[src/design/sprite_video_pkg.sv]
package sprite_video_pkg;

	typedef logic [9:0] coord_t;	// one screen coordinate

	// one beam sample from the timing generator
	typedef struct packed {
		coord_t hpos;
		coord_t vpos;
		logic display_on;
		logic hsync;
		logic vsync;
	} beam_t;

	// beam sample with pre-decoded sprite events
	typedef struct packed {
		beam_t beam;
		logic vstart;	// on the player's row
		logic load;		// inside hsync, row fetch allowed
		logic hstart;	// on the player's column
	} trigger_t;

	typedef struct packed {
		coord_t x;
		coord_t y;
	} player_pos_t;

	typedef struct packed {
		logic up;
		logic down;
		logic left;
		logic right;
	} joy_t;

	typedef logic [15:0] sprite_row_t;	// bit c is column c

	localparam int sprite_size = 16;

	// lsb is the leftmost column
	localparam sprite_row_t sprite_bitmap [sprite_size] = '{
		16'h001F, 16'h003F, 16'h0FFF, 16'h3FFF,
		16'h7F0F, 16'hFE07, 16'hFC03, 16'hF801,
		16'hF803, 16'hFC07, 16'hFE0F, 16'h7FFF,
		16'h3FFC, 16'h0FF0, 16'h03C0, 16'h0180
	};

endpackage

[src/design/video_timing.sv]
module video_timing #(
	parameter int h_display = 640,
	parameter int h_front = 16,
	parameter int h_sync = 96,
	parameter int h_back = 48,
	parameter int v_display = 480,
	parameter int v_front = 10,
	parameter int v_sync = 2,
	parameter int v_back = 33
) (
	input logic clk,
	input logic reset,
	output sprite_video_pkg::beam_t beam
);
	import sprite_video_pkg::*;

	localparam int h_total = h_display + h_front + h_sync + h_back;
	localparam int v_total = v_display + v_front + v_sync + v_back;
	localparam int h_sync_start = h_display + h_front;
	localparam int h_sync_end = h_sync_start + h_sync;
	localparam int v_sync_start = v_display + v_front;
	localparam int v_sync_end = v_sync_start + v_sync;

	coord_t hcount;
	coord_t vcount;
	logic line_end;
	logic frame_end;

	assign line_end = hcount == coord_t'(h_total - 1);
	assign frame_end = vcount == coord_t'(v_total - 1);

	always_ff @(posedge clk) begin
		if (reset) begin
			hcount <= '0;
			vcount <= '0;
		end else if (line_end) begin
			hcount <= '0;
			if (frame_end)
				vcount <= '0;
			else
				vcount <= vcount + 1'b1;	// next line
		end else begin
			hcount <= hcount + 1'b1;
		end
	end

	// decode registered alongside the position so the sample stays consistent
	always_ff @(posedge clk) begin
		if (reset) begin
			beam <= '0;
		end else begin
			beam.hpos <= hcount;
			beam.vpos <= vcount;
			beam.display_on <= (hcount < coord_t'(h_display)) &&
				(vcount < coord_t'(v_display));
			beam.hsync <= (hcount >= coord_t'(h_sync_start)) &&
				(hcount < coord_t'(h_sync_end));
			beam.vsync <= (vcount >= coord_t'(v_sync_start)) &&
				(vcount < coord_t'(v_sync_end));
		end
	end

endmodule

[src/design/player_motion.sv]
module player_motion #(
	parameter int h_display = 640,
	parameter int v_display = 480,
	parameter int move_period = 4
) (
	input logic clk,
	input logic reset,
	input sprite_video_pkg::joy_t buttons,
	input sprite_video_pkg::beam_t beam,
	output sprite_video_pkg::player_pos_t pos
);
	import sprite_video_pkg::*;

	localparam int cnt_w = (move_period > 1) ? $clog2(move_period) : 1;
	localparam coord_t x_max = coord_t'(h_display - sprite_size);
	localparam coord_t y_max = coord_t'(v_display - sprite_size - 1);

	logic vsync_q;
	logic frame_tick;
	logic step_now;
	logic [cnt_w-1:0] frame_cnt;

	assign frame_tick = beam.vsync & ~vsync_q;	// first vsync cycle
	assign step_now = frame_tick && (frame_cnt == cnt_w'(move_period - 1));

	always_ff @(posedge clk) begin
		if (reset) begin
			vsync_q <= 1'b0;
			frame_cnt <= '0;
		end else begin
			vsync_q <= beam.vsync;
			if (frame_tick)
				frame_cnt <= step_now ? '0 : frame_cnt + 1'b1;
		end
	end

	// direction by priority first, then refused at the edge
	always_ff @(posedge clk) begin
		if (reset) begin
			pos.x <= coord_t'(h_display / 2);
			pos.y <= coord_t'(v_display / 2);
		end else if (step_now) begin
			if (buttons.left) begin
				if (pos.x != '0)
					pos.x <= pos.x - 1'b1;
			end else if (buttons.right) begin
				if (pos.x < x_max)
					pos.x <= pos.x + 1'b1;
			end else if (buttons.up) begin
				if (pos.y != '0)
					pos.y <= pos.y - 1'b1;
			end else if (buttons.down) begin
				if (pos.y < y_max)
					pos.y <= pos.y + 1'b1;
			end
		end
	end

endmodule

[src/design/sprite_trigger.sv]
module sprite_trigger (
	input logic clk,
	input logic reset,
	input sprite_video_pkg::beam_t beam,
	input sprite_video_pkg::player_pos_t pos,
	output sprite_video_pkg::trigger_t trig
);
	import sprite_video_pkg::*;

	trigger_t trig_next;

	// compare beam against player corner
	always_comb begin
		trig_next.beam = beam;
		trig_next.vstart = beam.vpos == pos.y;	// whole row y
		trig_next.load = beam.hsync;			// fetch happens in blanking
		trig_next.hstart = beam.hpos == pos.x;
	end

	// one cycle of latency, beam and flags stay together
	always_ff @(posedge clk) begin
		if (reset)
			trig <= '0;
		else
			trig <= trig_next;
	end

endmodule

[src/design/sprite_renderer.sv]
module sprite_renderer (
	input logic clk,
	input logic reset,
	input sprite_video_pkg::trigger_t trig,
	input logic mirror,
	output logic gfx,
	output logic in_progress
);
	import sprite_video_pkg::*;

	typedef enum logic [2:0] {
		WAIT_FOR_VSTART,
		WAIT_FOR_LOAD,
		LOAD_ROW,
		WAIT_FOR_HSTART,
		DRAW
	} state_t;

	state_t state;
	logic [3:0] ycount;		// sprite rows drawn so far
	logic [3:0] xcount;		// column being drawn
	sprite_row_t outbits;	// current row

	// right half reads the left half backwards when mirrored
	function automatic logic pick_pixel(sprite_row_t bits, logic [3:0] col, logic mir);
		logic [3:0] idx;
		idx = (mir && col[3]) ? ~col : col;	// ~col is 15 - col
		return bits[idx];
	endfunction

	assign in_progress = state != WAIT_FOR_VSTART;

	always_ff @(posedge clk) begin
		if (reset) begin
			state <= WAIT_FOR_VSTART;
			ycount <= '0;
			xcount <= '0;
			gfx <= 1'b0;
		end else begin
			case (state)
				WAIT_FOR_VSTART: begin
					ycount <= '0;
					gfx <= 1'b0;
					if (trig.vstart)
						state <= WAIT_FOR_LOAD;
				end
				WAIT_FOR_LOAD: begin
					xcount <= '0;
					gfx <= 1'b0;
					if (trig.load)
						state <= LOAD_ROW;
				end
				LOAD_ROW: begin
					state <= WAIT_FOR_HSTART;
				end
				WAIT_FOR_HSTART: begin
					if (trig.hstart) begin
						gfx <= pick_pixel(outbits, 4'd0, mirror);	// column 0 right away
						xcount <= 4'd1;
						state <= DRAW;
					end
				end
				DRAW: begin
					gfx <= pick_pixel(outbits, xcount, mirror);
					xcount <= xcount + 1'b1;
					if (xcount == 4'd15) begin
						ycount <= ycount + 1'b1;
						if (ycount == 4'd15)	// last row done
							state <= WAIT_FOR_VSTART;
						else
							state <= WAIT_FOR_LOAD;
					end
				end
				default: begin
					state <= WAIT_FOR_VSTART;
				end
			endcase
		end
	end

	// row data latched in the load window
	always_ff @(posedge clk) begin
		if (state == LOAD_ROW)
			outbits <= sprite_bitmap[ycount];
	end

endmodule

[src/design/pixel_mixer.sv]
module pixel_mixer (
	input logic clk,
	input logic reset,
	input sprite_video_pkg::trigger_t trig,
	input logic gfx,
	input logic in_progress,
	output logic hsync,
	output logic vsync,
	output logic [2:0] rgb
);
	import sprite_video_pkg::*;

	beam_t beam_d;	// lines up with gfx
	logic red;
	logic green;
	logic blue;

	always_ff @(posedge clk) begin
		if (reset)
			beam_d <= '0;
		else
			beam_d <= trig.beam;
	end

	// colour only inside the visible area
	assign red = beam_d.display_on & gfx;
	assign green = beam_d.display_on & gfx;
	assign blue = beam_d.display_on & in_progress;

	// syncs and colour leave on the same edge
	always_ff @(posedge clk) begin
		if (reset) begin
			hsync <= 1'b0;
			vsync <= 1'b0;
			rgb <= '0;
		end else begin
			hsync <= beam_d.hsync;
			vsync <= beam_d.vsync;
			rgb <= {blue, green, red};
		end
	end

endmodule

[src/design/sprite_video_top.sv]
module sprite_video_top #(
	parameter int h_display = 640,
	parameter int h_front = 16,
	parameter int h_sync = 96,
	parameter int h_back = 48,
	parameter int v_display = 480,
	parameter int v_front = 10,
	parameter int v_sync = 2,
	parameter int v_back = 33,
	parameter int move_period = 4
) (
	input logic clk,
	input logic reset,
	input sprite_video_pkg::joy_t buttons,
	input logic mirror,
	output logic hsync,
	output logic vsync,
	output logic [2:0] rgb,
	output logic [3:0] led
);
	import sprite_video_pkg::*;

	beam_t beam;
	player_pos_t pos;
	trigger_t trig;
	logic gfx;
	logic in_progress;

	assign led = buttons;	// up, down, left, right

	video_timing #(
		.h_display(h_display),
		.h_front(h_front),
		.h_sync(h_sync),
		.h_back(h_back),
		.v_display(v_display),
		.v_front(v_front),
		.v_sync(v_sync),
		.v_back(v_back)
	) timing_i (
		.clk(clk),
		.reset(reset),
		.beam(beam)
	);

	player_motion #(
		.h_display(h_display),
		.v_display(v_display),
		.move_period(move_period)
	) motion_i (
		.clk(clk),
		.reset(reset),
		.buttons(buttons),
		.beam(beam),
		.pos(pos)
	);

	sprite_trigger trigger_i (
		.clk(clk),
		.reset(reset),
		.beam(beam),
		.pos(pos),
		.trig(trig)
	);

	sprite_renderer renderer_i (
		.clk(clk),
		.reset(reset),
		.trig(trig),
		.mirror(mirror),
		.gfx(gfx),
		.in_progress(in_progress)
	);

	pixel_mixer mixer_i (
		.clk(clk),
		.reset(reset),
		.trig(trig),
		.gfx(gfx),
		.in_progress(in_progress),
		.hsync(hsync),
		.vsync(vsync),
		.rgb(rgb)
	);

endmodule

[config.mk]
export PLATFORM = sky130hd
export DESIGN_NAME = sprite_video_top
export DESIGN_NICKNAME = d
export VERILOG_FILES = /design/src/design/sprite_video_pkg.sv /design/src/design/video_timing.sv /design/src/design/player_motion.sv /design/src/design/sprite_trigger.sv /design/src/design/sprite_renderer.sv /design/src/design/pixel_mixer.sv /design/src/design/sprite_video_top.sv
export SDC_FILE = /design/constraint.sdc
export NUM_CORES = 1
export LEC_CHECK = 0
export ABC_CLOCK_PERIOD_IN_PS = 5100
export BUFFER_PORTS_ARGS = -buffer_cell sky130_fd_sc_hd__buf_2
export CAP_MARGIN = 15
export CORE_UTILIZATION = 35
export DETAILED_ROUTE_END_ITERATION = 10
export PLACE_DENSITY_LB_ADDON = 0.25
export SYNTH_ARGS = -nofsm -noshare
export SYNTH_HDL_FRONTEND = slang
export SYNTH_SLANG_ARGS = --single-unit
[constraint.sdc]
create_clock -name clk -period 5.1 [get_ports clk]
set_clock_uncertainty 0.1 [all_clocks]
set_input_delay 0.51 -clock clk [delete_from_list [all_inputs] [get_ports clk]]
set_output_delay 0.51 -clock clk [all_outputs]
set_load 0.005 [all_outputs]
======== Word level (Yosys, flattened, before mapping) ========
Memory sizes are Yosys's and may differ from the RTL's. A register that Yosys moved wholly into a read port is not among the register bits.
Index checks and enable logic that the tools add are counted.
storage, ports and cells
  output and inout port bits .............. 9
  ROM bits ................................ 256
  memories kept ........................... 1
  bits in registers ....................... 90
  logic and storage cells ................. 118
  input bits .............................. 7
cells by class
  equality and inequality tests ........... 17
  mux-type cells .......................... 25
  bitwise logic cells ..................... 8
  reductions and logical operators ........ 24
  $add $sub $neg .......................... 9
  magnitude comparators ................... 9
memories
  name             depth  bits a word  read ports  clocked after memory_dff  wr ports  line                   source
  (no name shown)  16     16           1           1                         0         sprite_renderer.sv:84  outbits <= sprite_bitmap[ycount];
operators with widths
  cell                                                                                   number
  10-bit two-way mux                                                                     9
  10-bit by 1-bit adder with 10-bit output (second input constant)                       4
  10-bit < comparator (second input constant)                                            3
  10-bit by 9-bit < comparator with 1-bit output (second input constant)                 3
  10-bit == test                                                                         2
  10-bit == test (second input constant)                                                 2
  10-bit nonzero test                                                                    2
  10-bit by 1-bit subtractor with 10-bit output (second input constant)                  2
  3-bit one-hot mux with 5 select lines                                                  1
  3-bit two-way mux                                                                      4
  4-bit two-way mux                                                                      3
  4-bit one-hot mux with 3 select lines                                                  1
  10-bit greater-or-equal comparator (second input constant)                             1
  10-bit by 9-bit greater-or-equal comparator with 1-bit output (second input constant)  1
  2-bit nonzero test                                                                     5
  3-bit nonzero test                                                                     3
  4-bit by 1-bit adder with 4-bit output (second input constant)                         2
  4-bit == test (second input constant)                                                  2
  4-bit one-hot mux with 2 select lines                                                  1
  4-bit AND reduction                                                                    2
  3-bit by 2-bit == test with 1-bit output (second input constant)                       2
  2-bit by 1-bit inequality test with 1-bit output (second input constant)               3
  2-bit inequality test (second input constant)                                          3
  2-bit AND reduction                                                                    3
  other kinds (17)                                                                       28

======== Longest topological paths before layout ========
  depth after elaboration ................. 5
  gate-level depth with buffers ........... 7
  mapped depth without buffers ............ 7

======== Hierarchy ========
Synthesis repeated with hierarchy kept, for this count alone.
second synthesis, totals
  cells, all modules ...................... 620
  area, all modules ....................... 6039.5 um^2
by module, submodules not included
  module            instances  cells each  area each (um^2)  sequential area each (um^2)
  player_motion     1          191         1644.1            460.4
  sprite_renderer   1          168         1642.8            690.7
  video_timing      1          163         1615.3            860.8
  sprite_trigger    1          79          895.9             500.5
  pixel_mixer       1          15          211.5             140.1
  sprite_video_top  1          4           30.0              0.0

======== Least setup slack after synthesis ========
Ideal clock, no wire load.
  path type ............................... reg2reg
  start ................................... register renderer_i.state[1]
  end ..................................... register renderer_i.outbits[0] (enable)
  period minus slack after synthesis ...... 2306 ps
  slack ................................... 2794 ps
  arrival time ............................ 1800 ps
  stages on the path, launching flop included .. 4
  required time ........................... 4594 ps
  cells stage by stage .................... dfxtp_1 > clkbuf_1 > inv_1 > nor3_1
between the ends
  longest elaborated chain between the ends .. 1
RTL lines
  what                                      line                   source
  from (decl)                               sprite_renderer.sv:19  state_t state;
  from (signal assigned)                    sprite_renderer.sv:35  state <= WAIT_FOR_VSTART;
  from (signal assigned)                    sprite_renderer.sv:45  state <= WAIT_FOR_LOAD;
  from (signal assigned)                    sprite_renderer.sv:51  state <= LOAD_ROW;
  3-bit by 2-bit == test with 1-bit output  sprite_renderer.sv:83  if (state == LOAD_ROW)
  to (decl)                                 sprite_renderer.sv:22  sprite_row_t outbits;
No other way between the ends.
A chain may end at the register's enable or synchronous reset.

======== Worst setup path in the final report ========
  start ................................... register motion_i.frame_cnt[0]
  end ..................................... register motion_i.pos[15] (netlist name)
between the ends
  longest elaborated chain between the ends .. 3
RTL lines
  what                           line                 source
  from (decl)                    player_motion.sv:21  logic [cnt_w-1:0] frame_cnt;
  from (signal assigned)         player_motion.sv:33  frame_cnt <= step_now ? '0 : frame_cnt + 1'b1;
  2-bit == test                  player_motion.sv:24  assign step_now = frame_tick && (frame_cnt == cnt_w'(move_period - 1));
  1-bit logical AND              player_motion.sv:24
  4-bit AND reduction (no line)  --
No other way between the ends.

==> metrics.cfg <==
[routing]
ant_nets=0
drc=0
drt_wl_total_mm=11.5
vias_per_cell=5.16
vias=4235
drt-initial-drc-count=345
wl_per_cell_microns=14.1
drtPass1Iterations=4

[critical_path]
path_cells=ha_1 -> nand3b_1 -> a31oi_1 -> o21ai_1 -> or3b_2 -> a21oi_1
cp_top_family=compound AO/OA/AOI/OAI gates
end_kind=flip-flop
cp.depth=6
critPathCapture=motion_i.pos[15]
critPathLaunchType=flip-flop
cp_max_fo=13
r2r-start=motion_i.frame_cnt[0]
cp_slowest_stage_delay_ns=0.58
rrSetupSlack_ns=2.80
worst-path-buf-inv=0
r2r_end=motion_i.pos[15]
cp_slowest_cell=or3b_2
reg2reg_depth=6
worstPathRequired_ns=5.29
crit_start=motion_i.frame_cnt[0]
worstSetupPathType=reg2reg
worst-endpoint-arrival_ns=2.49

[logic_synthesis]
ys.flop_type=dfxtp_1
synth_edf_count=15
ys_seq_area_share_pct=40.4
ys_warn_count=0
yosys.area.top_type_share_pct=32.2
synth-xor-area-share_pct=8.24
synth-adder-area-share_pct=7.51
synth.distinct_cells=66
muxShareOfSynthArea_pct=3.89
netlist_instances=606
synth_most_common_cell=dfxtp_1
avgSynthCellArea_sq_um=9.13
async_flop_share_pct=0
synth_top_family_by_area=simple AND/OR/NAND/NOR gates
ys_ff_latch=104
synth_compound_area_share_pct=14.2
synth_nets=645
synthTopCellsByCount=dfxtp_1 (89), nor2_1 (58), xnor2_1 (33), nor2b_1 (31)
synthSimpleGateAreaFrac_pct=22.0
yosys-top-cells-area=dfxtp_1 (32%), edfxtp_1 (8.1%), ha_1 (6.8%), xnor2_1 (5.2%), nor2_1 (3.9%)
synth_area_sq_mm=0.00553
yosysTopAreaCell=dfxtp_1

[layout]
synthToLayoutAreaGrowth_pct=9.75
final_cells=821
drive_above_1_share_pct=7.21
n_antenna_cell=0
nets=644

[die]
die_x_microns=128
core_sq_mm=0.0153
die_area_sq_mm=0.0163
row_count=45
die_y_microns=128
start_util_pct=36.1
ios=16

[placed_design]
dp_hpwl_mm=8.09
place_congestion=0.794
pre_cts_ws_ns=2.48
port_buffers=15
placed_cells=805

[cts]
h-tree-depth=3
clock_path_buffers=2
cts_buffers=9
hold_buffers=0
root_buffer=clkbuf_16
clk_latency_ns=0.35
post-cts-setup-buffers=0
path_clk_slew_ns=0.07
cts.sinks=104
cts_tree=built
cts-resized-gates=0

[global_routing]
grt_pass1_wl_mm=19.8
antenna_found_initial=0
grt_max_degree=36
grt-ovfl-total=0
grtUsageTotal_pct=15.2
grt_pass1_vias=4041

[sta]
slew_violations=0
min_period_ns=2.30
period_share_pct=45.2
relSlewSlack_pct=25.4
setup_ws_ns=2.80
timing.fmax_mhz=434
rsz0062_at_grt=no
finalHoldViolations=0
worst_pin_slew_ns=1.11
setup_viol=0
fin_setup_tns_ns=0

[power]
powerDensity_mw_per_mm2=270
peakVddDrop_v=0.000171
p_leak_nw=2.25

[worst_hold_path]
hp-class=reg2reg
hold_depth=1

[status]
status=finished clean

[flow_run]
cap_violations=0

==> worst min-delay path by stage <==
stage,end,start
3_5_place_dp,mixer_i.hsync,mixer_i.beam_d[1]
5_1_grt,mixer_i.beam_d[2],trigger_i.trig[5]
6_report,mixer_i.hsync,mixer_i.beam_d[1]
3_3_place_gp,mixer_i.hsync,mixer_i.beam_d[1]
4_1_cts,mixer_i.hsync,mixer_i.beam_d[1]
2_1_floorplan,mixer_i.beam_d[2],trigger_i.trig[5]
==> logic make-up after synthesis <==
group,after synthesis
xor+xnor,52
flops,104
compound gates,120
mux,20
buf+inv,51
simple gates,227
fa+ha+maj,32
==> stage by stage <==
step | utilization (%) | area (sq um) | hold slack (ns) | total power [mW]
after floorplan | - | 5530 | 0.314 | 0.907
after global placement | 37.6 | 5760 | 0.320 | 0.925
after detailed placement | 37.6 | 5760 | 0.324 | 0.927
after CTS | 39.6 | 6070 | 0.341 | 1.66
after global routing | 39.6 | 6070 | 0.371 | 1.70
final | 39.6 | 6070 | 0.338 | 1.64
==> placed cells by master, fill, tap and decap left out, types with 6 or more instances in the layout <==
cell | Yosys | layout
a21o_1 | 6 | 6
a21oi_1 | 30 | 30
a31oi_1 | 6 | 6
and3_1 | 12 | 12
buf_2 | 2 | 15
clkbuf_16 | 0 | 10
dfxtp_1 | 89 | 89
edfxtp_1 | 15 | 15
ha_1 | 30 | 30
inv_1 | 23 | 23
mux2i_1 | 17 | 17
nand2_1 | 30 | 30
nand2b_1 | 6 | 6
nand3_1 | 29 | 29
nand4_1 | 13 | 13
nor2_1 | 58 | 58
nor2b_1 | 31 | 31
nor3_1 | 14 | 13
o211ai_1 | 10 | 10
o21ai_0 | 28 | 28
xnor2_1 | 33 | 33
xor2_1 | 19 | 19
==> routing by layer <==
layer	vias up	wire, microns	GRT usage (%)
met3	11	302	3.67
met4	0	133	4.50
met1	2009	5860	20.9
li1	2157	-	-
met2	58	5250	23.8
met5	-	0	0
==> area by class of cell <==
| class | instances | area, sq um |
|---|---|---|
| clock inverters | 5 | 60.1 |
| fillers | 1525 | 9250 |
| repair buffers | 16 | 82.6 |
| well taps | 211 | 264 |
| flip-flops and latches | 104 | 2230 |
| clock buffers | 11 | 254 |
| inverters | 23 | 86.3 |
| multi-input cells | 451 | 3090 |
==> power breakdown <==
group	internal (mW)	switching, mW
Sequential	0.832	0.00394
Combinational	0.0262	0.0459
Clock	0.414	0.315
Total	1.27	0.365
==> state kept, by name (all words and copies together), names as in the netlist <==
signal and count:
mixer_i.rgb 2, timing_i.hcount 10, trigger_i.trig 5, renderer_i.gfx 1, renderer_i.ycount 4, mixer_i.hsync 1, renderer_i.state 3, timing_i.beam 23
mixer_i.vsync 1, mixer_i.beam_d 3, motion_i.pos 20, renderer_i.outbits 15, motion_i.frame_cnt 2, timing_i.vcount 10, renderer_i.xcount 4
(Power assumes the default switching activity.)
